### config.mk
export PLATFORM = sky130hd
export DESIGN_NAME = fe_word_fifo
export DESIGN_NICKNAME = d
export VERILOG_FILES = /design/src/readout_pkg.sv /design/src/sync_fifo.sv /design/src/fe_word_fifo.sv
export SDC_FILE = /design/constraint.sdc
export NUM_CORES = 1
export LEC_CHECK = 0
export BUFFER_PORTS_ARGS = -buffer_cell sky130_fd_sc_hd__buf_4
export CAP_MARGIN = 20
export CORE_MARGIN = 8
export CORE_UTILIZATION = 53
export DETAILED_ROUTE_END_ITERATION = 10
export PLACE_DENSITY = 0.84
export SLEW_MARGIN = 20
export SYNTH_ARGS = -nofsm -noshare
export SYNTH_HDL_FRONTEND = slang
export SYNTH_SLANG_ARGS = --single-unit
### constraint.sdc
create_clock -name bus_clk -period 3.1 [get_ports bus_clk]
set_input_delay 0.465 -clock bus_clk [delete_from_list [all_inputs] [get_ports bus_clk]]
set_output_delay 0.465 -clock bus_clk [all_outputs]
set_load 0.02 [all_outputs]
### src/readout_pkg.sv
`default_nettype none

package readout_pkg;

    localparam int NUM_FE = 2;

    // queue depths in 32-bit words
    localparam int FE_DEPTH      = 8;
    localparam int TRIG_DEPTH    = 4;
    localparam int OUT_DEPTH     = 16;
    localparam int OUT_NEAR_FULL = 12; // leaves room for words still in flight

    // bus windows
    localparam logic [15:0] ADDR_CTRL   = 16'h0000;
    localparam logic [15:0] ADDR_FIFO   = 16'h0100;
    localparam logic [15:0] WINDOW_SIZE = 16'h0100;

    // register offsets in the control window
    localparam logic [7:0] REG_CONTROL    = 8'd0;
    localparam logic [7:0] REG_STATUS     = 8'd1;
    localparam logic [7:0] REG_TRIG_COUNT = 8'd4; // 4 bytes, little-endian

    localparam int CTRL_FE_EN   = 0;
    localparam int CTRL_TRIG_EN = 1;

    localparam int ST_NOT_EMPTY = 0;
    localparam int ST_FULL      = 1;
    localparam int ST_NEAR_FULL = 2;
    localparam int ST_READ_ERR  = 3;

    typedef struct packed {
        logic        is_trig; // always 1
        logic [30:0] number;
    } trig_word_t;

    typedef struct packed {
        logic        is_trig; // always 0
        logic [3:0]  channel;
        logic [10:0] reserved;
        logic [15:0] data;
    } fe_word_t;

    // top bit tells the two apart
    typedef union packed {
        trig_word_t trig;
        fe_word_t   fe;
    } word_t;

endpackage

`default_nettype wire

### src/sync_fifo.sv
`default_nettype none

module sync_fifo #(
    parameter int DEPTH     = 8,
    parameter int NEAR_FULL = 6
) (
    input  wire         bus_clk,
    input  wire         rst,
    input  wire         push,
    input  wire  [31:0] din,
    input  wire         pop,
    output logic [31:0] dout,
    output logic        empty,
    output logic        full,
    output logic        near_full
);

    localparam int AW = (DEPTH > 1) ? $clog2(DEPTH) : 1;
    localparam int CW = $clog2(DEPTH + 1);

    logic [31:0]   mem [DEPTH];
    logic [AW-1:0] wr_ptr;
    logic [AW-1:0] rd_ptr;
    logic [CW-1:0] count;
    logic          do_push;
    logic          do_pop;

    assign do_push = push & ~full; // push into a full fifo is lost
    assign do_pop  = pop & ~empty;

    assign empty     = (count == '0);
    assign full      = (count == CW'(DEPTH));
    assign near_full = (count >= CW'(NEAR_FULL));
    assign dout      = mem[rd_ptr]; // head falls through

    always_ff @(posedge bus_clk) begin
        if (do_push)
            mem[wr_ptr] <= din;
    end

    always_ff @(posedge bus_clk) begin
        if (rst) begin
            wr_ptr <= '0;
            rd_ptr <= '0;
            count  <= '0;
        end else begin
            if (do_push)
                wr_ptr <= (wr_ptr == AW'(DEPTH - 1)) ? '0 : wr_ptr + 1'b1;
            if (do_pop)
                rd_ptr <= (rd_ptr == AW'(DEPTH - 1)) ? '0 : rd_ptr + 1'b1;
            case ({do_push, do_pop})
                2'b10:   count <= count + 1'b1;
                2'b01:   count <= count - 1'b1;
                default: count <= count; // both or neither
            endcase
        end
    end

endmodule

`default_nettype wire

### src/fe_word_fifo.sv
`default_nettype none

module fe_word_fifo
    import readout_pkg::*;
#(
    parameter int CHANNEL_ID = 0
) (
    input  wire         bus_clk,
    input  wire         rst,
    input  wire         fe_en,
    input  wire         raw_strobe,
    input  wire  [15:0] raw_data,
    input  wire         pop,
    output word_t       head,
    output logic        not_empty
);

    word_t fe_word;
    logic  full;
    logic  empty;
    logic  push;

    // strobe dropped when disabled or queue full
    assign push      = raw_strobe & fe_en & ~full;
    assign not_empty = ~empty;

    always_comb begin
        fe_word            = '0;
        fe_word.fe.is_trig = 1'b0;
        fe_word.fe.channel = 4'(CHANNEL_ID);
        fe_word.fe.data    = raw_data;
    end

    sync_fifo #(
        .DEPTH(FE_DEPTH),
        .NEAR_FULL(FE_DEPTH)
    ) ififo (
        .bus_clk(bus_clk),
        .rst(rst),
        .push(push),
        .din(fe_word),
        .pop(pop),
        .dout(head),
        .empty(empty),
        .full(full),
        .near_full()
    );

endmodule

`default_nettype wire

==> key figures <==
Clock tree
  • Post-CTS Resized: 0
  • H-tree depth: 4
  • # Post-CTS Setup Buffers: 0
  • Clk_lat worst skew: between 0.5 and 0.6 ns
  • CTS root buffer: clkbuf_8
  • Clock buffer depth: 2
  • Worst-path clk slew: 0.06 ns
  • # clock sinks: about 140
  • Cts bufs inserted: 17
  • Hold buffers post-CTS: 0
  • CTS tree: yes

Die
  • Row cnt: 38
  • Die width: 119.8 um
  • I/O pin count: between 50 and 60
  • Die H: 119.8 um
  • Core area: 10700 um^2
  • Initial Util: 0.5337
  • Die area: 14350 um^2

Worst setup path
  • R2R Setup Slk: 0.40 ns
  • WP data required: about 2.6 ns
  • Crit end category: output pin
  • Launch point of the worst reg-to-reg path: ififo.count[1]
  • Crit path DAT: roughly 2.4 ns
  • CP Launch Type: flop
  • Worst reg2reg path endpoint: ififo.count[2]
  • CP max FO: 32
  • R2R cell count: 10
  • Kind of critical path: flop to output pin

Timing
  • Clock Skews: between 0.007 and 0.008 ns
  • Final max-slew violation count: 0
  • RSZ-0062 raised after global routing: false
  • Max Clk Rate: 0.3468 GHz
  • Slew HR: 0.6351
  • Period utilization: 0.9303
  • Minimum clock period: ~2.9 ns
  • Setup tns final: 0 ns
  • Final setup violation count: 0
  • Least-Margin Pin Slew: ~0.55 ns
  • Final hold vios: 0

Logic synthesis
  • Synth unique cells: 31
  • Top_reg_cell synth: edfxtp_1
  • Post-synth EDFFs: 128
  • Synth Cell Area: between 5000 and 6000 um^2
  • Post-synthesis instance total: 280
  • Async set or reset register ratio after synthesis: 0
  • Synth top area share: 0.6732
  • Syn_area_per_cell: slightly above 20 um^2
  • Top cells by area, synth: edfxtp_1 67%, mux4_1 12%, dfxtp_1 4.6%, mux2_2 3.4%, buf_4 2.1%
  • Seq/Total Area, Yosys: 0.7188
  • Yosys reg bits: around 140
  • Top-count cell post-synth: edfxtp_1
  • Area leader, netlist: edfxtp_1
  • Top post-synthesis cells by count: 128 x edfxtp_1, 27 x mux4_1, 17 x mux2_2, 16 x buf_4
  • Yosys warns: 0

Routing
  • DRC Markers: 0
  • Highest metal used: met4
  • Post-DR vias/cell: about 5.5
  • Via count: between 2000 and 3000
  • Initial DRT Pass Iterations: 4
  • Antenna violation net count after detailed routing: 0
  • Met3 wire length: 499 um
  • DR WL/cell: slightly above 20 um
  • Metal-1 WL: around 4100 um
  • Met2 wire length: ~5400 um
  • Initial drt markers: ~130
  • WL final: 10170 um

Global routing
  • GR Util All Layers: 0.1503
  • First-pass GRT wire length: around 16000 um
  • Total gr overflow: 0
  • Initial antenna violation count: 0
  • Pin count of the biggest net entering global routing: 33
  • Vias in the first global route: between 2000 and 3000

Place
  • Hpwl dp: 6013 um
  • GP Congestion: 0.7043
  • Port bufs: 37

Cells and area
  • # fillers: slightly above 700
  • Final Util: 0.6313
  • Antenna cells: 0
  • Storage cell area: around 4000 um^2
  • P&R area growth vs syn: 18.30%
  • Share of post-route cells with drive strength above 1: 0.3114
  • Layout net count: between 300 and 400
  • Multi-input gate area: approximately 1500 um^2

Hold path
  • Hold Path Origin: raw_data[11]
  • Hold Path Depth: 1
  • Hold Crit Class: input port to flop
  • Hold endpoint: ififo.mem[3][11]

Power and ir drop
  • Cell Pwr Density: slightly below 800 nW/um^2
  • Static Leakage: 2.341 nW
  • Max VDD drop: approximately 0.55 mV

Outcome
  • Status: completed

Run
  • Max Cap Violations: 0
[worst max-delay path, cell delays in order, from the launching register on]
cell	delay [ns]
dfxtp_1	0.31
buf_4	0.46
mux4_1	0.65
mux2_2	0.30
buf_4	0.16
[worst max path at each step]
stage | startpoint | endpoint | cells after the start
finish | flop | head[5] | 4
global route | flop | head[5] | 4
CTS | flop | head[9] | 4
detailed placement | ififo.count[1] | ififo.count[2] | 10
global placement | ififo.count[0] | ififo.count[2] | 10
floorplan | raw_strobe | ififo.mem[1][0] | 4
[area by class of cell]
class / instances / area share
flip-flops and latches: 141 / 0.6076
multi-input cells: 124 / 0.2217
clock buffers: 24 / 0.06966
repair buffers: 51 / 0.05669
well taps: 140 / 0.02594
clock inverters: 8 / 0.01723
inverters: 2 / 0.001112
[stage by stage]
| stage | total power, mW | instances | setup slack [ns] | area, um^2 | hold slack, ns |
|---|---|---|---|---|---|
| 6_report | 5.244 | 490 | 0.2162 | 6754 | 0.1670 |
| 5_1_grt | 5.443 | 490 | 0.1088 | 6754 | 0.1527 |
| 4_1_cts | 5.285 | 490 | 0.1684 | 6754 | 0.1419 |
| 3_5_place_dp | 3.291 | 458 | 0.4930 | 6167 | 0.4770 |
| 3_3_place_gp | 3.257 | 458 | 0.6842 | 6167 | 0.4709 |
| 2_1_floorplan | 3.044 | 295 | 0.01489 | 5772 | 0.4541 |
[report_power, final]
group | switching, mW | internal (mW) | total, mW | leakage [nW]
Combinational | 0.528 | 0.527 | 1.06 | 0.793
Clock | 0.709 | 1.28 | 1.99 | 0.286
Sequential | 0.0544 | 2.14 | 2.20 | 1.26
Total | 1.29 | 3.95 | 5.24 | 2.34
[kinds of logic (layout without fill, tap and decap cells)]
family                     after synthesis  after routing  share of synthesized area
AOI/OAI and AO/OA                       13             13                    0.01249
and+or+nand+nor                         35             35                    0.03178
buffers and inverters                   30             85                    0.03703
DFF                                    141            141                     0.7188
xor gates and xnor gates                 3              3                   0.004603
other                                    1             16                  0.0006568
adders and majority gates                7              7                    0.01534
muxes                                   50             50                     0.1793
[routing by layer]
layer | vias up | GRT usage
met5 | - | 0
met4 | 0 | 0.07884
met3 | 15 | 0.04650
met2 | 65 | 0.2536
met1 | 1395 | 0.1692
li1 | 1240 | -
[sequential cells by signal, indices dropped and copies added, names as in the netlist, named ones only]
name and cells:
ififo.count 4, ififo.mem 128, ififo.rd_ptr 3, ififo.wr_ptr 3
[placed cells by master, fill, tap and decap left out, types with 3 or more instances in the layout]
master / netlist / final
edfxtp_1: 128 / 128
buf_4: 16 / 51
mux4_1: 27 / 27
mux2_2: 17 / 17
conb_1: 1 / 16
clkbuf_16: 0 / 16
nand2_1: 13 / 13
dfxtp_1: 13 / 13
a21oi_1: 9 / 9
ha_1: 7 / 7
mux4_2: 5 / 5
nor2_1: 5 / 5
clkbuf_8: 0 / 4
clkbuf_1: 2 / 4
xor2_1: 3 / 3
or3_1: 3 / 3
bufinv_16: 0 / 3
clkinv_2: 0 / 3
No activity file was read; power rests on OpenSTA's default activity.
