## src/readout_pkg.sv

```systemverilog
`default_nettype none

package readout_pkg;

    localparam int NUM_FE = 2;

    // queue depths in 32-bit words
    localparam int FE_DEPTH      = 8;
    localparam int TRIG_DEPTH    = 4;
    localparam int OUT_DEPTH     = 16;
    localparam int OUT_NEAR_FULL = 12; // leaves room for words still in flight

    // bus windows
    localparam logic [15:0] ADDR_CTRL   = 16'h0000;
    localparam logic [15:0] ADDR_FIFO   = 16'h0100;
    localparam logic [15:0] WINDOW_SIZE = 16'h0100;

    // register offsets in the control window
    localparam logic [7:0] REG_CONTROL    = 8'd0;
    localparam logic [7:0] REG_STATUS     = 8'd1;
    localparam logic [7:0] REG_TRIG_COUNT = 8'd4; // 4 bytes, little-endian

    localparam int CTRL_FE_EN   = 0;
    localparam int CTRL_TRIG_EN = 1;

    localparam int ST_NOT_EMPTY = 0;
    localparam int ST_FULL      = 1;
    localparam int ST_NEAR_FULL = 2;
    localparam int ST_READ_ERR  = 3;

    typedef struct packed {
        logic        is_trig; // always 1
        logic [30:0] number;
    } trig_word_t;

    typedef struct packed {
        logic        is_trig; // always 0
        logic [3:0]  channel;
        logic [10:0] reserved;
        logic [15:0] data;
    } fe_word_t;

    // top bit tells the two apart
    typedef union packed {
        trig_word_t trig;
        fe_word_t   fe;
    } word_t;

endpackage

`default_nettype wire

```

## src/readout_ctrl.sv

```systemverilog
`default_nettype none

module readout_ctrl
    import readout_pkg::*;
(
    input  wire         bus_clk,
    input  wire         rst,
    input  wire  [15:0] add,
    input  wire  [7:0]  data_in,
    input  wire         rd,
    input  wire         wr,
    input  wire  [31:0] trig_count,
    input  wire  [7:0]  fifo_byte_data,
    input  wire         fifo_not_empty,
    input  wire         fifo_full,
    input  wire         fifo_near_full,
    input  wire         fifo_read_err,
    output logic [7:0]  data_out,
    output logic        fe_en,
    output logic        trig_en,
    output logic        fifo_rd,
    output logic [1:0]  fifo_byte,
    output logic        clear_err
);

    logic [15:0] ctrl_off;
    logic [15:0] fifo_off;
    logic        ctrl_sel;
    logic        fifo_sel;
    logic [7:0]  ctrl_reg;
    logic [7:0]  status;
    logic [7:0]  reg_data;

    // offsets wrap below the base, so one compare per window
    assign ctrl_off = add - ADDR_CTRL;
    assign fifo_off = add - ADDR_FIFO;
    assign ctrl_sel = (ctrl_off < WINDOW_SIZE);
    assign fifo_sel = (fifo_off < WINDOW_SIZE);

    assign fifo_rd   = rd & fifo_sel;
    assign fifo_byte = fifo_off[1:0];
    assign clear_err = wr & ctrl_sel & (ctrl_off[7:0] == REG_STATUS); // any value clears

    assign fe_en   = ctrl_reg[CTRL_FE_EN];
    assign trig_en = ctrl_reg[CTRL_TRIG_EN];

    always_comb begin
        status               = '0;
        status[ST_NOT_EMPTY] = fifo_not_empty;
        status[ST_FULL]      = fifo_full;
        status[ST_NEAR_FULL] = fifo_near_full;
        status[ST_READ_ERR]  = fifo_read_err;
    end

    always_comb begin
        reg_data = 8'h00;
        if (ctrl_off[7:0] == REG_CONTROL)
            reg_data = ctrl_reg;
        else if (ctrl_off[7:0] == REG_STATUS)
            reg_data = status;
        else if (ctrl_off[7:2] == REG_TRIG_COUNT[7:2])
            reg_data = trig_count[8*ctrl_off[1:0] +: 8]; // little-endian
    end

    always_ff @(posedge bus_clk) begin
        if (rst)
            ctrl_reg <= '0;
        else if (wr && ctrl_sel && ctrl_off[7:0] == REG_CONTROL)
            ctrl_reg <= data_in;
    end

    // held between reads
    always_ff @(posedge bus_clk) begin
        if (rst) begin
            data_out <= '0;
        end else if (rd) begin
            if (fifo_sel)
                data_out <= fifo_byte_data;
            else if (ctrl_sel)
                data_out <= reg_data;
            else
                data_out <= 8'h00; // unmapped address
        end
    end

endmodule

`default_nettype wire

```

## config.mk

```make
export PLATFORM = sky130hd
export DESIGN_NAME = readout_ctrl
export DESIGN_NICKNAME = d
export VERILOG_FILES = /design/src/readout_pkg.sv /design/src/readout_ctrl.sv
export SDC_FILE = /design/constraint.sdc
export NUM_CORES = 1
export LEC_CHECK = 0
export BUFFER_PORTS_ARGS = -buffer_cell sky130_fd_sc_hd__buf_2
export CAP_MARGIN = 10
export CORE_MARGIN = 4
export CORE_UTILIZATION = 30
export DETAILED_ROUTE_END_ITERATION = 12
export PLACE_DENSITY_LB_ADDON = 0.2
export SYNTH_ARGS = -nofsm -noshare
export SYNTH_HDL_FRONTEND = slang
export SYNTH_SLANG_ARGS = --single-unit
```

## constraint.sdc

```tcl
create_clock -name bus_clk -period 2.3 [get_ports bus_clk]
set_clock_uncertainty 0.2 [all_clocks]
set_input_delay 0.46 -clock bus_clk [delete_from_list [all_inputs] [get_ports bus_clk]]
set_output_delay 0.46 -clock bus_clk [all_outputs]
set_load 0.03 [all_outputs]
```

==> results of run 1 <==
[area by class of cell]
type | instances | share of cell area
multi-input cells | 99 | 0.451
repair buffers | 93 | 0.295
flip-flops and latches | 16 | 0.187
well taps | 48 | 0.0351
clock buffers | 4 | 0.0322
[per-layer routing]
metal  GRT usage  share of wire
met5           0              0
met4      0.0255         0.0033
met3      0.0374          0.080
met2       0.243           0.47
met1       0.187           0.45
[cell usage after synthesis, types with 2 or more instances]
master / instances
nor3_1: 2
dfxtp_1: 16
clkbuf_1: 4
a21oi_1: 20
mux2_2: 9
nand3_1: 8
nor2_1: 3
o22ai_1: 5
a211oi_1: 3
mux2i_1: 4
o21ai_0: 5
o32ai_1: 3
buf_4: 2
o21ai_1: 3
buf_6: 3
a221oi_1: 6
mux4_2: 2
nor2b_1: 8
a21boi_0: 3
[worst max-delay path by stage]
stage               slack, ns        end    start
floorplan               -0.01  clear_err  add[12]
global placement        -0.05  clear_err  add[12]
detailed placement      -0.05  clear_err  add[12]
CTS                     -0.01  clear_err  add[12]
global route            -0.02  clear_err  add[12]
finish                  0.004  clear_err  add[12]
[cells in the final DEF (no fill, tap or decap), types with 2 or more instances in the layout]
master,Yosys,layout
clkbuf_8,0,4
mux2i_1,4,4
buf_2,1,82
a21boi_0,3,3
nand4b_4,1,2
mux4_2,2,2
dfxtp_1,16,16
nand3_1,8,8
o32ai_1,3,3
a211oi_1,3,3
o22ai_1,5,5
a21oi_1,20,20
nor3_1,2,2
o21ai_1,3,3
a221oi_1,6,6
buf_4,2,8
o21ai_0,5,5
nor2b_1,8,8
buf_6,3,3
mux2_2,9,9
nor2_1,3,3
[through the flow]
stage	area [sq um]	TNS, ns	util	cells
after global placement	1640	-0.0780	0.444	256
final	1710	0	0.464	260
after global routing	1710	-0.0189	0.464	260
after floorplan	1180	-0.0147	-	127
after detailed placement	1640	-0.0811	0.444	256
after CTS	1700	-0.0112	0.461	260
[cell families (layout without fill, tap and decap cells)]
kind of cell,after synthesis,in the layout
flops,16,16
mux,15,15
buf+inv,12,97
compound gates,49,49
simple gates,35,35
[worst min-delay path, cell delays in order]
cell,delay [ns]
buf_2,0.09
nand3_1,0.05
a21oi_1,0.06
[timing repair]
action                                  in CTS  in global routing
endpoints found under the setup margin       2                  2
pin swaps                                    0                  1
hold endpoints to repair                     0                  0
resized for setup                            3                  2
[power groups by stage]
stage	clock, mW	sequential (mW)	combinational (mW)
2_1_floorplan	0	0.284	0.0831
3_3_place_gp	0	0.283	0.157
3_5_place_dp	0	0.283	0.157
4_1_cts	0.258	0.277	0.157
5_1_grt	0.273	0.277	0.174
6_report	0.253	0.277	0.157
==> run metrics, run 1 <==
area occupied by multi-input gates=772 sq um; top cells by area, synth=dfxtp_1 28%, mux2_2 8.7%, a21oi_1 8.6%, a221oi_1 4.5%, nor2b_1 4.3%; Pins Over Slew Limit=0; cell breakdown of the critical path=buf_6 > or4_4 > nand4b_4 > nor3b_4 > buf_6; 1st-pass router iterations=4; hold path depth=3; critical path's slowest cell=or4_4; cells after synthesis=127; Post-Synth Adder-Cell Area=0; Ys Warns=0; Worst Path Buf+Inv=2; Clock Path Buffers=2; Levels on crit path=5; Seq. cell area=320 sq um; Max-Cap Viols=0; RSZ-0062 raised after global routing=yes; initial antenna violation count=0; hold slack final=0.264 ns; slew margin rel.=0.660; R2R setup slack=1.10 ns; Worst Hold Launch=data_in[2]; ANT cells=0; Die ar.=4930 sq um; Final setup viols=0; vias in the first global route=1348; kind of critical path=input pin to output port; average size of a mapped cell=9.13 sq um; Setup Buffers After CTS=0; HP Class=input pin to flip-flop; CP Data Required Time=1.64 ns; syn nets=199; number of synthesized flops with an enable pin=0; CTS tree=yes; Clock Root Buffer=clkbuf_8; post-synth cell types=37; hold buffers post-CTS=0; max frequency=0.436 GHz; GPL Wtd Cong=0.778; Syn Std Cell Area=1160 sq um; Compound-Gate Fraction of Synth Area=0.261; clock share of power=0.368; Area Growth Syn to Fin=47.6%; post-synthesis xor/xnor area fraction=0; worst-path maximum fanout=2; Worst Setup Start Kind=input pin; crit-path leading delay family=simple AND/OR/NAND/NOR gates; largest family of logic cells by synthesized area=compound AO/OA/AOI/OAI gates; Critical Path End Type=output port; Power Internal=0.514 mW; total power=0.687 mW; WP data arrival=1.64 ns; ANT nets after route=0; Synth top area share=0.276; 1st-iter DRT viols=42; mux contribution to synthesized area=0.161; FF-to-FF End=data_out[1]$_SDFFE_PP0P_; Comb pwr share=0.229; Post-synth top flop=dfxtp_1; core area=3690 sq um; final wirelength=3.59 mm; layout cells sized above 1=0.552; TritonCTS Buffers=3; FFs w/ async S/R, synth=0; reg2reg start=ctrl_reg[1]$_SDFFE_PP0P_; Initial Util=0.314; hpwl dp=2.93 mm; first-pass GRT wire length=5.94 mm; H-tree depth=1; Placement Setup Slack=-0.0512 ns; PwrDens=401 nW/um^2; IO Pins=86; num rows=22; Total Nets Final=285; DR vias=1290; Die H=70.2 microns; Clk pin slew, worst setup/hold paths=0.07 ns; FF-to-FF path depth=2; Flop pwr share=0.403; simple-gate share of the synthesized area=0.227; Tot GR Track Use=0.144; Port Buf Inserts=85; Seq/Total Area, Yosys=0.276; gr ovfl total=0; Psw=0.174 mW; slowest stage delay, CP=0.52 ns; worst ir drop on vdd=0.158 mV; min Tclk post-route=2.30 ns; Seq cells post-synth=16; Chip Width=70.2 microns; switching share of power=0.253; final setup margin=0.00396 ns; leakage power=0.797 nW; WL/cell=13.8 microns; Tcrit/Tclk final=0.998; # fillers=401; Avg Vias per Cell=4.96; largest net degree at the start of global routing=24; Worst-Skew Late Latency=0.25 ns; Residual DRC=0; outcome=complete, no violations; final hold vios=0; clk sink count=16; worst hold path endpoint=ctrl_reg[2]$_SDFFE_PP0P_; largest area contributor in the netlist=dfxtp_1; Slew @ Worst Pin=0.510 ns; cell mode on critical path=buf_6
No activity file was read; power rests on OpenSTA's default activity.
==> run 2: changes to the inputs <==
MAX_ROUTING_LAYER = met4   (was default)
==> run metrics, run 2 (synthesized netlist as in run 1, its figures left out) <==
commonest non-fill, non-tap cell in the layout=buf_2 (unchanged); final cell count without fillers=260 (unchanged); TritonCTS Buffers=3 (unchanged); final hold vios=0 (unchanged); hold slack final=0.263 ns (was 0.264 ns); CTS tree=yes (unchanged); Max-Cap Viols=0 (unchanged); H-tree depth=1 (unchanged); Total Nets Final=285 (unchanged); PwrDens=402 nW/um^2 (was 401 nW/um^2); critical path's slowest cell=or4_4 (unchanged); Met3 Wirelength=254 microns (was 287 microns); crit-path leading delay family=simple AND/OR/NAND/NOR gates (unchanged); min Tclk post-route=2.30 ns (about the same); Avg Vias per Cell=4.96 (unchanged); outcome=complete, no violations (unchanged); Total Neg Setup Slack=0 ns (unchanged); Area Growth Syn to Fin=47.6% (unchanged); Placed Instances=256 (unchanged); Slew @ Worst Pin=0.510 ns (about the same); top sig layer=met4 (unchanged); CP Data Required Time=1.64 ns (about the same); worst ir drop on vdd=0.158 mV (about the same); slew margin rel.=0.660 (about the same); ANT nets after route=0 (unchanged); max frequency=0.436 GHz (unchanged); final wirelength=3.60 mm (was 3.59 mm); 1st-pass router iterations=4 (unchanged); Die H=70.2 microns (unchanged); RSZ-0062 raised after global routing=yes (unchanged); GPL Wtd Cong=0.788 (was 0.778); WP data arrival=1.64 ns (about the same); Critical Path End Type=output port (unchanged); Chip Width=70.2 microns (unchanged); kind of critical path=input pin to output port (unchanged); Tot GR Track Use=0.148 (was 0.144); Residual DRC=0 (unchanged); leakage power=0.797 nW (unchanged); initial antenna violation count=0 (unchanged); slowest stage delay, CP=0.52 ns (about the same); cell mode on critical path=buf_6 (unchanged); Clock Path Buffers=2 (unchanged); num rows=22 (unchanged); cell breakdown of the critical path=buf_6 > or4_4 > nand4b_4 > nor3b_4 > buf_6 (unchanged); DR vias=1290 (unchanged); vias in the first global route=1347 (was 1348); Worst-Skew Late Latency=0.25 ns (about the same); Setup Buffers After CTS=0 (unchanged); Tcrit/Tclk final=0.998 (about the same); commonest cells after routing, fill and taps aside=82 x buf_2, 20 x a21oi_1, 16 x dfxtp_1, 9 x mux2_2 (unchanged); largest net degree at the start of global routing=24 (unchanged); Die ar.=4930 sq um (unchanged); hpwl dp=2.93 mm (unchanged); clk sink count=16 (unchanged); worst-path maximum fanout=2 (unchanged); Port Buf Inserts=85 (unchanged); Clock Root Buffer=clkbuf_8 (unchanged); Met2 Wirelength=1.67 mm (about the same); # fillers=401 (unchanged); layout cells sized above 1=0.552 (unchanged); Pins Over Slew Limit=0 (unchanged); 1st-iter DRT viols=42 (unchanged); Worst Path Buf+Inv=2 (unchanged); first-pass GRT wire length=5.95 mm (was 5.94 mm); Initial Util=0.314 (unchanged); ANT cells=0 (unchanged); Final setup viols=0 (unchanged); HP Class=input pin to flip-flop (unchanged); Worst Setup Start Kind=input pin (unchanged); core area=3690 sq um (unchanged); wl on met1=1.66 mm (was 1.62 mm); gr ovfl total=0 (unchanged); Clk pin slew, worst setup/hold paths=0.07 ns (about the same); IO Pins=86 (unchanged); WL/cell=13.8 microns (about the same)
[run 2: cell counts in the layout (fill, tap and decap cells not counted)]
Identical to the previous run, type by type.
[run 2: metal layers]
layer  vias to the layer above  track usage
met5                         -            -
met4                         0       0.0255
met3                         2       0.0302
met2                        46        0.243
met1                       579        0.191
li1                        663            -
[run 2: power by group]
part           switching (mW)  internal (mW)  total (mW)
Clock                   0.101          0.152       0.253
Sequential          0.0000435          0.277       0.277
Combinational          0.0722         0.0849       0.157
[run 2: cell type report]
cell class / count / area [sq um] / area share
clock buffers: 4 / 55.1 / 0.0322
flip-flops and latches: 16 / 320 / 0.187
multi-input cells: 99 / 772 / 0.451
well taps: 48 / 60.1 / 0.0351
repair buffers: 93 / 504 / 0.295
[run 2: worst register-to-register path: cells and delay by family (launching register included)]
kind	cells	cell delay, ns
compound gates	2	0.55
flops	1	0.32
[run 2: final timing paths]
kind / from / slack (ns) / to / cells after the start
min reg2reg: ctrl_reg[3]$_SDFFE_PP0P_ / 0.28 / ctrl_reg[3]$_SDFFE_PP0P_ / 2
min: data_in[2] / 0.26 / ctrl_reg[2]$_SDFFE_PP0P_ / 3
max: add[12] / 0.004 / clear_err / 5
max reg2reg: ctrl_reg[1]$_SDFFE_PP0P_ / 1.10 / data_out[1]$_SDFFE_PP0P_ / 2
[run 2: through the flow]
stage	util	instance area [sq um]	setup slack, ns	total power, mW
floorplan	-	1180	-0.0147	0.367
global placement	0.444	1640	-0.0454	0.440
detailed placement	0.444	1640	-0.0512	0.440
CTS	0.461	1700	-0.0112	0.692
global route	0.464	1710	-0.0189	0.724
finish	0.464	1710	0.00396	0.687
[run 2: what timing repair did]
| item | in CTS | in global routing |
|---|---|---|
| pin swaps | 0 | 1 |
| gates resized for setup | 3 | 2 |
| hold buffers | 0 | 0 |
| cloned | 0 | 0 |
| endpoints found under the setup margin | 2 | 2 |
