**src/readout_pkg.sv**
```systemverilog
`default_nettype none

package readout_pkg;

    localparam int NUM_FE = 2;

    // queue depths in 32-bit words
    localparam int FE_DEPTH      = 8;
    localparam int TRIG_DEPTH    = 4;
    localparam int OUT_DEPTH     = 16;
    localparam int OUT_NEAR_FULL = 12; // leaves room for words still in flight

    // bus windows
    localparam logic [15:0] ADDR_CTRL   = 16'h0000;
    localparam logic [15:0] ADDR_FIFO   = 16'h0100;
    localparam logic [15:0] WINDOW_SIZE = 16'h0100;

    // register offsets in the control window
    localparam logic [7:0] REG_CONTROL    = 8'd0;
    localparam logic [7:0] REG_STATUS     = 8'd1;
    localparam logic [7:0] REG_TRIG_COUNT = 8'd4; // 4 bytes, little-endian

    localparam int CTRL_FE_EN   = 0;
    localparam int CTRL_TRIG_EN = 1;

    localparam int ST_NOT_EMPTY = 0;
    localparam int ST_FULL      = 1;
    localparam int ST_NEAR_FULL = 2;
    localparam int ST_READ_ERR  = 3;

    typedef struct packed {
        logic        is_trig; // always 1
        logic [30:0] number;
    } trig_word_t;

    typedef struct packed {
        logic        is_trig; // always 0
        logic [3:0]  channel;
        logic [10:0] reserved;
        logic [15:0] data;
    } fe_word_t;

    // top bit tells the two apart
    typedef union packed {
        trig_word_t trig;
        fe_word_t   fe;
    } word_t;

endpackage

`default_nettype wire

```
**src/sync_fifo.sv**
```systemverilog
`default_nettype none

module sync_fifo #(
    parameter int DEPTH     = 8,
    parameter int NEAR_FULL = 6
) (
    input  wire         bus_clk,
    input  wire         rst,
    input  wire         push,
    input  wire  [31:0] din,
    input  wire         pop,
    output logic [31:0] dout,
    output logic        empty,
    output logic        full,
    output logic        near_full
);

    localparam int AW = (DEPTH > 1) ? $clog2(DEPTH) : 1;
    localparam int CW = $clog2(DEPTH + 1);

    logic [31:0]   mem [DEPTH];
    logic [AW-1:0] wr_ptr;
    logic [AW-1:0] rd_ptr;
    logic [CW-1:0] count;
    logic          do_push;
    logic          do_pop;

    assign do_push = push & ~full; // push into a full fifo is lost
    assign do_pop  = pop & ~empty;

    assign empty     = (count == '0);
    assign full      = (count == CW'(DEPTH));
    assign near_full = (count >= CW'(NEAR_FULL));
    assign dout      = mem[rd_ptr]; // head falls through

    always_ff @(posedge bus_clk) begin
        if (do_push)
            mem[wr_ptr] <= din;
    end

    always_ff @(posedge bus_clk) begin
        if (rst) begin
            wr_ptr <= '0;
            rd_ptr <= '0;
            count  <= '0;
        end else begin
            if (do_push)
                wr_ptr <= (wr_ptr == AW'(DEPTH - 1)) ? '0 : wr_ptr + 1'b1;
            if (do_pop)
                rd_ptr <= (rd_ptr == AW'(DEPTH - 1)) ? '0 : rd_ptr + 1'b1;
            case ({do_push, do_pop})
                2'b10:   count <= count + 1'b1;
                2'b01:   count <= count - 1'b1;
                default: count <= count; // both or neither
            endcase
        end
    end

endmodule

`default_nettype wire

```
**src/out_fifo.sv**
```systemverilog
`default_nettype none

module out_fifo
    import readout_pkg::*;
(
    input  wire         bus_clk,
    input  wire         rst,
    input  wire         wr,
    input  wire  [31:0] word_in,
    input  wire         rd,
    input  wire  [1:0]  byte_sel,
    input  wire         clear_err,
    output logic [7:0]  byte_out,
    output logic        not_empty,
    output logic        full,
    output logic        near_full,
    output logic        read_err
);

    logic [31:0] head;
    logic        empty;
    logic        pop;

    assign not_empty = ~empty;

    // byte 3 is the last one of a word
    assign pop = rd & (byte_sel == 2'd3) & ~empty;

    // low byte at offset 0, nothing to show when empty
    assign byte_out = empty ? 8'h00 : head[8*byte_sel +: 8];

    // sticky until the host clears it
    always_ff @(posedge bus_clk) begin
        if (rst)
            read_err <= 1'b0;
        else if (rd & empty)
            read_err <= 1'b1;
        else if (clear_err)
            read_err <= 1'b0;
    end

    sync_fifo #(
        .DEPTH(OUT_DEPTH),
        .NEAR_FULL(OUT_NEAR_FULL)
    ) ififo (
        .bus_clk(bus_clk),
        .rst(rst),
        .push(wr),
        .din(word_in),
        .pop(pop),
        .dout(head),
        .empty(empty),
        .full(full),
        .near_full(near_full)
    );

endmodule

`default_nettype wire

```
**config.mk**
```make
export PLATFORM = sky130hd
export DESIGN_NAME = out_fifo
export DESIGN_NICKNAME = d
export VERILOG_FILES = /design/src/readout_pkg.sv /design/src/sync_fifo.sv /design/src/out_fifo.sv
export SDC_FILE = /design/constraint.sdc
export NUM_CORES = 1
export LEC_CHECK = 0
export ABC_CLOCK_PERIOD_IN_PS = 6600
export BUFFER_PORTS_ARGS = -buffer_cell sky130_fd_sc_hd__buf_2
export CAP_MARGIN = 20
export CORE_ASPECT_RATIO = 0.5
export CORE_MARGIN = 8
export CORE_UTILIZATION = 41
export DETAILED_ROUTE_END_ITERATION = 16
export GPL_TIMING_DRIVEN = 0
export PLACE_DENSITY_LB_ADDON = 0.2
export SLEW_MARGIN = 15
export SYNTH_ARGS = -nofsm -noshare
export SYNTH_HDL_FRONTEND = slang
export SYNTH_SLANG_ARGS = --single-unit
```
**constraint.sdc**
```tcl
create_clock -name bus_clk -period 6.6 [get_ports bus_clk]
set_clock_uncertainty 0.15 [all_clocks]
set_input_delay 1.32 -clock bus_clk [delete_from_list [all_inputs] [get_ports bus_clk]]
set_output_delay 1.32 -clock bus_clk [all_outputs]
set_load 0.005 [all_outputs]
```
==> results of run 1 <==
[state kept, by name, indices dropped and copies added (netlist names), named ones only]
register,cells
read_err,1
ififo.wr_ptr,4
ififo.count,5
ififo.rd_ptr,4
ififo.mem,512
[layout by cell type (no fill, tap or decap), types with 4 or more instances in the layout]
cell type / n
nor3_2: 4
clkbuf_16: 49
clkbuf_1: 22
mux2i_1: 30
a21o_1: 4
nor3_1: 6
nor2_4: 12
a21oi_1: 14
o21ai_0: 9
mux4_1: 6
nor2_1: 26
a22oi_1: 4
mux4_2: 127
buf_12: 8
buf_2: 67
nand2b_1: 9
nor4_1: 4
xor2_1: 5
nand2_1: 20
nor2b_1: 6
or3_1: 5
inv_1: 8
clkinv_1: 9
ha_1: 8
buf_6: 17
edfxtp_1: 512
buf_16: 12
buf_4: 24
o22ai_1: 15
dfxtp_1: 18
clkinv_2: 11
[metal layers]
metal	track usage	vias up	routed length [um]
met5	0	-	11
met1	0.2484	5556	22560
li1	-	4277	-
met3	0.03401	66	3424
met2	0.2746	358	23950
met4	0.03352	2	818
[power breakdown]
group          internal, mW  total [mW]  leakage, nW  switching, mW
clock                  1.49        2.70        0.733           1.21
combinational         0.122       0.315         1.98          0.193
sequential             3.72        3.74         4.77         0.0121
[cell families after synthesis]
kind of cell / count (synthesis)
AND/OR/NAND/NOR: 101
flip-flops: 530
AO/OA/AOI/OAI: 78
buffers and inverters: 57
adder cells (fa/ha/maj): 8
multiplexers: 163
XOR/XNOR: 6
[worst max-delay path: stages]
cell and delay (ns):
buf_2 0.25, buf_2 0.33, clkbuf_1 0.78, o32a_1 0.28, nor2_1 0.05, nor4_1 0.58, o2bb2ai_1 0.24, buf_2 0.17
[final cells by class]
class	instances	share of cell area
multi-input combinational	356	0.1923
tap	660	0.03446
clock inverter	28	0.009190
clock buffer	61	0.05305
sequential	530	0.6566
timing repair buffer	92	0.03832
inverter	8	0.001253
buffer	49	0.01478
[final timing paths]
path             startpoint        endpoint  depth (start not counted)
max             byte_sel[0]     byte_out[7]                          8
min                read_err        read_err                          2
max reg2reg  ififo.count[2]  ififo.count[4]                         14
min reg2reg        read_err        read_err                          2
==> run_results.csv, run 1 <==
group,metric,value,unit
synth,yosys_register_bits,530,
clock_tree,cts_setup_buffers,0,
place,dp.cells,1694,
routing,finalWirelength,50770,um
global_route,grt_pass1_vias,10590,
place,gp_congestion,0.7718,
power,p_leak,7.485,nW
synth,postSynthAreaPerCell,21.86,um^2
power,peakVddDrop,0.1945,mV
synth,muxShareOfSynthArea,0.1610,
synth,ys_types,50,
critical_path,endpoint_kind,"output pin",
sta,setup_viol,0,
clock_tree,ctsResizeCount,0,
cells_and_area,drive_gt1_frac,0.3052,
synth,synth.area.top_cells,"edfxtp_1 (75%), mux4_2 (14%), dfxtp_1 (1.7%), mux2i_1 (1.5%), mux4_1 (0.76%)",
clock_tree,worstSkewPairLatency,0.56,ns
sta,setup-tns-final,0,ns
outcome,outcome,"complete, no violations",
cells_and_area,finalNonFillerCells,1784,
min_path,hold_path_class,"reg -> reg",
sta,min_period_over_period,0.8322,
sta,fmax,0.1821,GHz
clock_tree,h-tree-depth,2,
synth,ys_seq_area_frac,0.7635,
place,io_buffers,49,
clock_tree,numCtsBuffers,48,
sta,report.final.hold_viol_count,0,
synth,synthArstFlopShare,0,
global_route,grt_max_degree,19,
synth,yosysTopAreaCellShare,0.7460,
synth,yosys.area_share.xor_xnor,0.002550,
synth,yosysWarnings,0,
place,hpwl,33330,um
place,dpl_worst_slack,1.072,ns
routing,route.detailed.wl_per_inst,28.46,um
power,powerDensity,281.8,mW/mm^2
critical_path,crit_arrival,4.02,ns
routing,drt_iter0_markers,1040,
critical_path,required,5.13,ns
synth,yosysMostFrequentCell,"edfxtp_1",
cells_and_area,multi_input_area,0.004608,mm^2
routing,drcViolationCount,0,
clock_tree,cts_tree,"done",
synth,yosys.area.top_type,"edfxtp_1",
sta,period_needed,5.492,ns
die,core_area,0.04993,mm^2
global_route,grt_overflow_total,0,
sta,maxSlewHeadroom,0.2981,
cells_and_area,fill_cells,4069,
die,dieArea,0.05813,mm^2
clock_tree,clockBufferDepth,3,
cells_and_area,ff_latch_area,0.01574,mm^2
critical_path,critPathMaxFanout,10,
synth,synthCells,943,
routing,via_count,10260,
synth,synth-main-ff-cell,"edfxtp_1",
cells_and_area,stdcell_area,0.02396,mm^2
routing,vias_per_cell,5.751,
critical_path,rrSetupSlack,2.46,ns
sta,rsz0062_at_grt,"no",
cells_and_area,final_util,0.4800,
sta,worstMarginPinSlew,1.049,ns
global_route,grt_pass1_wl,73660,um
critical_path,crit_path_start_kind,"primary input",
die,boundaryPins,51,
critical_path,worstSetupPathType,"in -> out",
clock_tree,clockRootBuffer,"clkbuf_16",
routing,firstDrtPassIters,7,
die,rows,58,
clock_tree,path_clk_slew,0.07,ns
power,power,6.752,mW
synth,synth_top_family_by_area,"multiplexers",
global_route,track_usage,0.1726,
cells_and_area,finalNetCount,1132,
sta,drv_slew,0,
sta,fin_hold_ws,0.3558,ns
die,die_x,333.1,um
die,start_util,0.4128,
die,die_y,174.5,um
synth,synthSimpleGateAreaFrac,0.02301,
sta,layout_setup_ws,1.108,ns
clock_tree,ctsHoldBuffers,0,
cells_and_area,diodes,0,
synth,synth-compound-area-share,0.02647,
synth,synth_fa_ha_area_frac,0.004857,
clock_tree,clkSinkCount,530,
synth,synth.cell_area,0.02061,mm^2
cells_and_area,synthToLayoutAreaGrowth,16.27,%
global_route,antenna_found_initial,1,
synth,synth_nets,990,
synth,ys_top_cells_by_count,"edfxtp_1 (512), mux4_2 (127), nor2_1 (38)",
routing,ant_nets,0,
synth,synth_edf_count,512,
place,postPlaceCellArea,0.02246,mm^2
flow_run,maxCapViolCount,0,
Power figures use the tool's default switching activity.
==> run 2: changes to the inputs <==
Settings changed: ABC_CLOCK_PERIOD_IN_PS 6600 to 4500.
Clock period 6.6 ns to 4.5 ns, I/O delays scaled along.
==> run 2 against run 1 <==
Global-route usage barely moved. Die area unchanged. Sequential cell count did not move. Highest routed layer unchanged. Sequential share of layout area fell by 0.058 points. First-iteration DRC count is 1.1% higher. Core utilization is essentially flat. Cell count barely moved.
==> run_results.csv, run 2 (synthesized netlist as in run 1, its figures left out) <==
group,metric,value,unit
outcome,outcome,"complete, no violations",
routing,ant_nets,0,
cells_and_area,final_common_cell,"edfxtp_1",
clock_tree,h-tree-depth,2,
routing,drt_iter0_markers,1051,
cells_and_area,finalNonFillerCells,1783,
routing,highest_layer,"met5",
routing,wl_met2,23910,um
critical_path,cp.depth,9,
clock_tree,cts_setup_buffers,0,
cells_and_area,synthToLayoutAreaGrowth,16.37,%
routing,met1_length,22310,um
global_route,grt_max_degree,19,
sta,worstMarginPinSlew,1.036,ns
critical_path,crit_family,"buffers and inverters",
global_route,grt_pass1_wl,73580,um
sta,period_needed,4.451,ns
die,die_x,333.1,um
clock_tree,numCtsBuffers,48,
routing,met3_length,3659,um
sta,drv_slew,0,
critical_path,path_cells,"buf_4 > buf_4 > buf_2 > buf_2 > mux4_2 > nor2_1 > nor4_1 > o2bb2ai_1 > buf_2",
routing,vias_per_cell,5.783,
clock_tree,worstSkewPairLatency,0.56,ns
cells_and_area,finalNetCount,1131,
critical_path,worst_path_most_repeated_cell,"buf_2",
sta,maxSlewHeadroom,0.3069,
global_route,antenna_found_initial,1,
power,power,9.897,mW
place,hpwl,33330,um
sta,layout_setup_ws,0.04880,ns
cells_and_area,fill_cells,4069,
critical_path,r2r_cells,14,
clock_tree,clkSinkCount,530,
cells_and_area,diodes,0,
min_path,hp-start,"read_err",
power,p_leak,7.473,nW
flow_run,maxCapViolCount,0,
clock_tree,ctsHoldBuffers,0,
cells_and_area,top_register,"ififo.mem",
cells_and_area,reg_top3,"ififo.mem: 512 flops, ififo.count: 5 flops",
critical_path,critPathMaxFanout,10,
clock_tree,cts_tree,"done",
place,gp_congestion,0.7718,
critical_path,max_stage_delay,0.53,ns
place,dpl_worst_slack,-0.2914,ns
global_route,track_usage,0.1725,
critical_path,crit_buf_inv,5,
cells_and_area,mostFrequentLayoutCells,"edfxtp_1 (512), mux4_2 (127), buf_2 (63), clkbuf_16 (49), mux2i_1 (30)",
sta,setup_viol,0,
critical_path,crit_arrival,3.40,ns
critical_path,crit_path_start_kind,"flop",
critical_path,rrSetupSlack,0.36,ns
sta,min_period_over_period,0.9892,
die,die_y,174.5,um
power,swShare,0.2098,
die,rows,58,
routing,via_count,10310,
power,power_frac_clock,0.399,
place,dp.cells,1694,
power,powerDensity,412.7,mW/mm^2
sta,report.final.hold_viol_count,0,
routing,route.detailed.wl_per_inst,28.47,um
sta,rsz0062_at_grt,"no",
clock_tree,ctsResizeCount,9,
sta,fmax,0.2247,GHz
sta,setup-tns-final,0,ns
critical_path,worstSetupPathType,"reg -> out",
critical_path,endpoint_kind,"output pin",
min_path,hold_path_class,"reg -> reg",
power,p_switching,2.076,mW
global_route,grt_overflow_total,0,
clock_tree,path_clk_slew,0.07,ns
die,start_util,0.4128,
routing,drcViolationCount,0,
cells_and_area,drive_gt1_frac,0.3090,
cells_and_area,largest_register_ffs,512,
routing,firstDrtPassIters,5,
clock_tree,clockBufferDepth,3,
power,peakVddDrop,0.2828,mV
clock_tree,clockRootBuffer,"clkbuf_16",
power,intPower,7.821,mW
die,boundaryPins,51,
die,core_area,0.04993,mm^2
min_path,min_delay_path_depth,2,
critical_path,slowest_stage,"nor4_1",
critical_path,required,3.45,ns
power,seqPwrFrac,0.554,
routing,finalWirelength,50760,um
place,io_buffers,49,
die,dieArea,0.05813,mm^2
power,combPwrFrac,0.047,
cells_and_area,final_util,0.4804,
critical_path,r2r_start,"ififo.count[2]",
global_route,grt_pass1_vias,10580,
run 2: cell count changes in the layout (fill, tap and decap cells not counted), moves of 2 or more:
| cell | previous run | this run |
|---|---|---|
| buf_2 | 67 | 63 |
| buf_4 | 24 | 27 |
| clkbuf_1 | 22 | 20 |
| clkbuf_2 | 0 | 2 |
run 2: final timing paths:
kind	endpoint
setup / recovery	byte_out[7]
hold / removal	read_err
setup reg to reg	ififo.count[4]
hold reg to reg	read_err
run 2: per-stage QoR:
step	instance area (um^2)	hold WS, ns
after floorplan	20610	0.3150
after global placement	21680	0.3208
after detailed placement	22460	0.3409
after CTS	23980	0.3626
after global routing	23980	0.4117
final	23980	0.3556
run 2: layer usage:
layer / up-vias / GRT usage
met2: 392 / 0.2744
met4: 2 / 0.03441
li1: 4274 / -
met5: - / 0
met1: 5573 / 0.2472
met3: 70 / 0.03512
run 2: worst min-delay path: stages, from the launching register on:
cell and delay (ns):
dfxtp_1 0.34, a32oi_1 0.06, nor2_1 0.07
run 2: power by group through the flow:
stage | clock network, mW | logic (mW) | registers, mW
global placement | 0 | 0.428 | 5.59
finish | 3.95 | 0.465 | 5.48
floorplan | 0 | 0.232 | 5.59
detailed placement | 0 | 0.465 | 5.59
CTS | 4.03 | 0.469 | 5.48
global route | 4.21 | 0.497 | 5.48
run 2: area by class of cell:
type                            count  area [um^2]  share of cell area
Clock inverter                     28        220.2            0.009181
Timing Repair Buffer               91        905.9             0.03777
Buffer                             49        366.6             0.01529
Clock buffer                       61         1271             0.05300
Tap cell                          660        825.8             0.03443
Inverter                            8        30.03            0.001252
Sequential cell                   530        15740              0.6561
Multi-Input combinational cell    356         4629              0.1930
==> run 3: changes to the inputs <==
Settings changed: BUFFER_PORTS_ARGS -buffer_cell sky130_fd_sc_hd__buf_2 to -buffer_cell sky130_fd_sc_hd__buf_4.
==> run 3 against run 2 <==
Sequential power hardly changed. Critical path depth is 2 higher. Global-route usage hardly changed. Largest cell class unchanged. Wire length hardly changed. Design area is 0.44% higher. Critical endpoint is now byte_out[4]. First-iteration DRC count is 5.6% lower. Highest routed layer unchanged. Non-clock buffer count stayed put. Worst setup slack better by 0.097 ns. Maximum frequency is 2.2% higher. Total power is 0.19% lower.
==> run_results.csv, run 3 (synthesized netlist as in run 1, its figures left out) <==
group,metric,value,unit
critical_path,required,3.45,ns
critical_path,critPathMaxFanout,10,
clock_tree,h-tree-depth,2,
cells_and_area,stdcell_area,0.02409,mm^2
global_route,grt_pass1_wl,73110,um
place,dp.cells,1694,
critical_path,worstSetupPathType,"reg -> out",
power,seqPwrFrac,0.555,
global_route,track_usage,0.1728,
routing,drt_iter0_markers,992,
power,p_switching,2.072,mW
die,rows,58,
global_route,grt_max_degree,19,
power,swShare,0.2097,
clock_tree,cts_tree,"done",
sta,drv_slew,0,
clock_tree,worstSkewPairLatency,0.56,ns
global_route,grt_overflow_total,0,
sta,period_needed,4.354,ns
power,peakVddDrop,0.3000,mV
routing,vias_per_cell,5.702,
global_route,antenna_found_initial,1,
routing,ant_nets,0,
clock_tree,cts_setup_buffers,0,
sta,rsz0062_at_grt,"no",
sta,setup_viol,0,
clock_tree,clockBufferDepth,3,
cells_and_area,top_register,"ififo.mem",
place,gp_congestion,0.7687,
clock_tree,ctsResizeCount,8,
critical_path,rrSetupSlack,0.84,ns
cells_and_area,reg_top3,"ififo.mem: 512 flops, ififo.count: 5 flops",
sta,fmax,0.2297,GHz
die,die_x,333.1,um
sta,setup-tns-final,0,ns
clock_tree,clkSinkCount,530,
place,dpl_worst_slack,-0.2373,ns
routing,firstDrtPassIters,4,
sta,maxSlewHeadroom,0.3333,
min_path,hold_path_class,"reg -> reg",
clock_tree,ctsHoldBuffers,0,
clock_tree,clockRootBuffer,"clkbuf_16",
power,power_frac_clock,0.396,
power,p_leak,7.497,nW
die,boundaryPins,51,
critical_path,crit_arrival,3.30,ns
sta,layout_setup_ws,0.1457,ns
power,powerDensity,410.1,mW/mm^2
cells_and_area,synthToLayoutAreaGrowth,16.88,%
cells_and_area,drive_gt1_frac,0.3105,
global_route,grt_pass1_vias,10520,
critical_path,endpoint_kind,"output pin",
critical_path,r2r_end,"ififo.count[4]",
critical_path,crit_path_start_kind,"flop",
cells_and_area,finalNonFillerCells,1784,
clock_tree,path_clk_slew,0.06,ns
cells_and_area,finalNetCount,1131,
cells_and_area,final_common_cell,"edfxtp_1",
routing,finalWirelength,50790,um
critical_path,r2r_start,"ififo.count[2]",
die,dieArea,0.05813,mm^2
cells_and_area,diodes,0,
place,io_buffers,49,
critical_path,r2r_cells,14,
critical_path,crit_path_end,"byte_out[4]",
flow_run,maxCapViolCount,0,
cells_and_area,largest_register_ffs,512,
die,die_y,174.5,um
clock_tree,numCtsBuffers,48,
place,hpwl,33690,um
die,core_area,0.04993,mm^2
sta,report.final.hold_viol_count,0,
sta,min_period_over_period,0.9676,
power,intPower,7.806,mW
sta,worstMarginPinSlew,0.9964,ns
cells_and_area,mostFrequentLayoutCells,"edfxtp_1 (512), mux4_2 (127), buf_4 (74), clkbuf_16 (49), mux2i_1 (30)",
power,combPwrFrac,0.049,
die,start_util,0.4128,
place,postPlaceCellArea,0.02256,mm^2
routing,via_count,10170,
routing,route.detailed.wl_per_inst,28.47,um
routing,drcViolationCount,0,
outcome,outcome,"complete, no violations",
==> run 3: worst max-delay path, stage by stage (launching register included) <==
cell and delay [ns]:
dfxtp_1 0.32, buf_6 0.16, buf_8 0.17, buf_6 0.21, buf_6 0.23, buf_2 0.32
mux4_2 0.34, mux2i_1 0.32, a22oi_1 0.14, nand3_1 0.21, o21ai_1 0.14, buf_4 0.16
==> run 3: cell type report <==
cell class | count | area (um^2)
clock buffers | 65 | 1336
well taps | 660 | 825.8
clock inverters | 25 | 150.1
repair buffers | 91 | 1005
multi-input cells | 356 | 4641
plain buffers | 49 | 366.6
fillers | 4022 | 25840
inverters | 8 | 30.03
flip-flops and latches | 530 | 15740
==> run 3: how the worst min path moves through the flow <==
stage,startpoint,end,depth (start not counted)
2_1_floorplan,ififo.rd_ptr[3],flop,2
3_3_place_gp,read_err,read_err,2
3_5_place_dp,read_err,read_err,2
4_1_cts,read_err,read_err,2
5_1_grt,rst,ififo.count[4],2
6_report,read_err,read_err,2
==> run 3: power groups by stage <==
| stage | registers [mW] | logic, mW | clock network, mW |
|---|---|---|---|
| after detailed placement | 5.59 | 0.489 | 0 |
| after global routing | 5.48 | 0.524 | 4.15 |
| after global placement | 5.59 | 0.449 | 0 |
| final | 5.48 | 0.488 | 3.91 |
| after CTS | 5.48 | 0.493 | 3.98 |
| after floorplan | 5.59 | 0.232 | 0 |
==> run 3: through the flow <==
| stage | hold WS, ns | utilization | total power [mW] |
|---|---|---|---|
| CTS | 0.3540 | 0.4822 | 9.947 |
| floorplan | 0.3150 | - | 5.819 |
| detailed placement | 0.3353 | 0.4518 | 6.075 |
| finish | 0.3427 | 0.4825 | 9.878 |
| global route | 0.3806 | 0.4825 | 10.15 |
| global placement | 0.3290 | 0.4367 | 6.040 |
==> run 3: per-layer routing <==
metal / up-vias / global-route usage / part of all wire
li1: 4259 / - / -
met1: 5496 / 0.2502 / 0.44
met2: 347 / 0.2718 / 0.47
met3: 68 / 0.03367 / 0.071
met4: 2 / 0.03728 / 0.018
met5: - / 0 / 0.00022
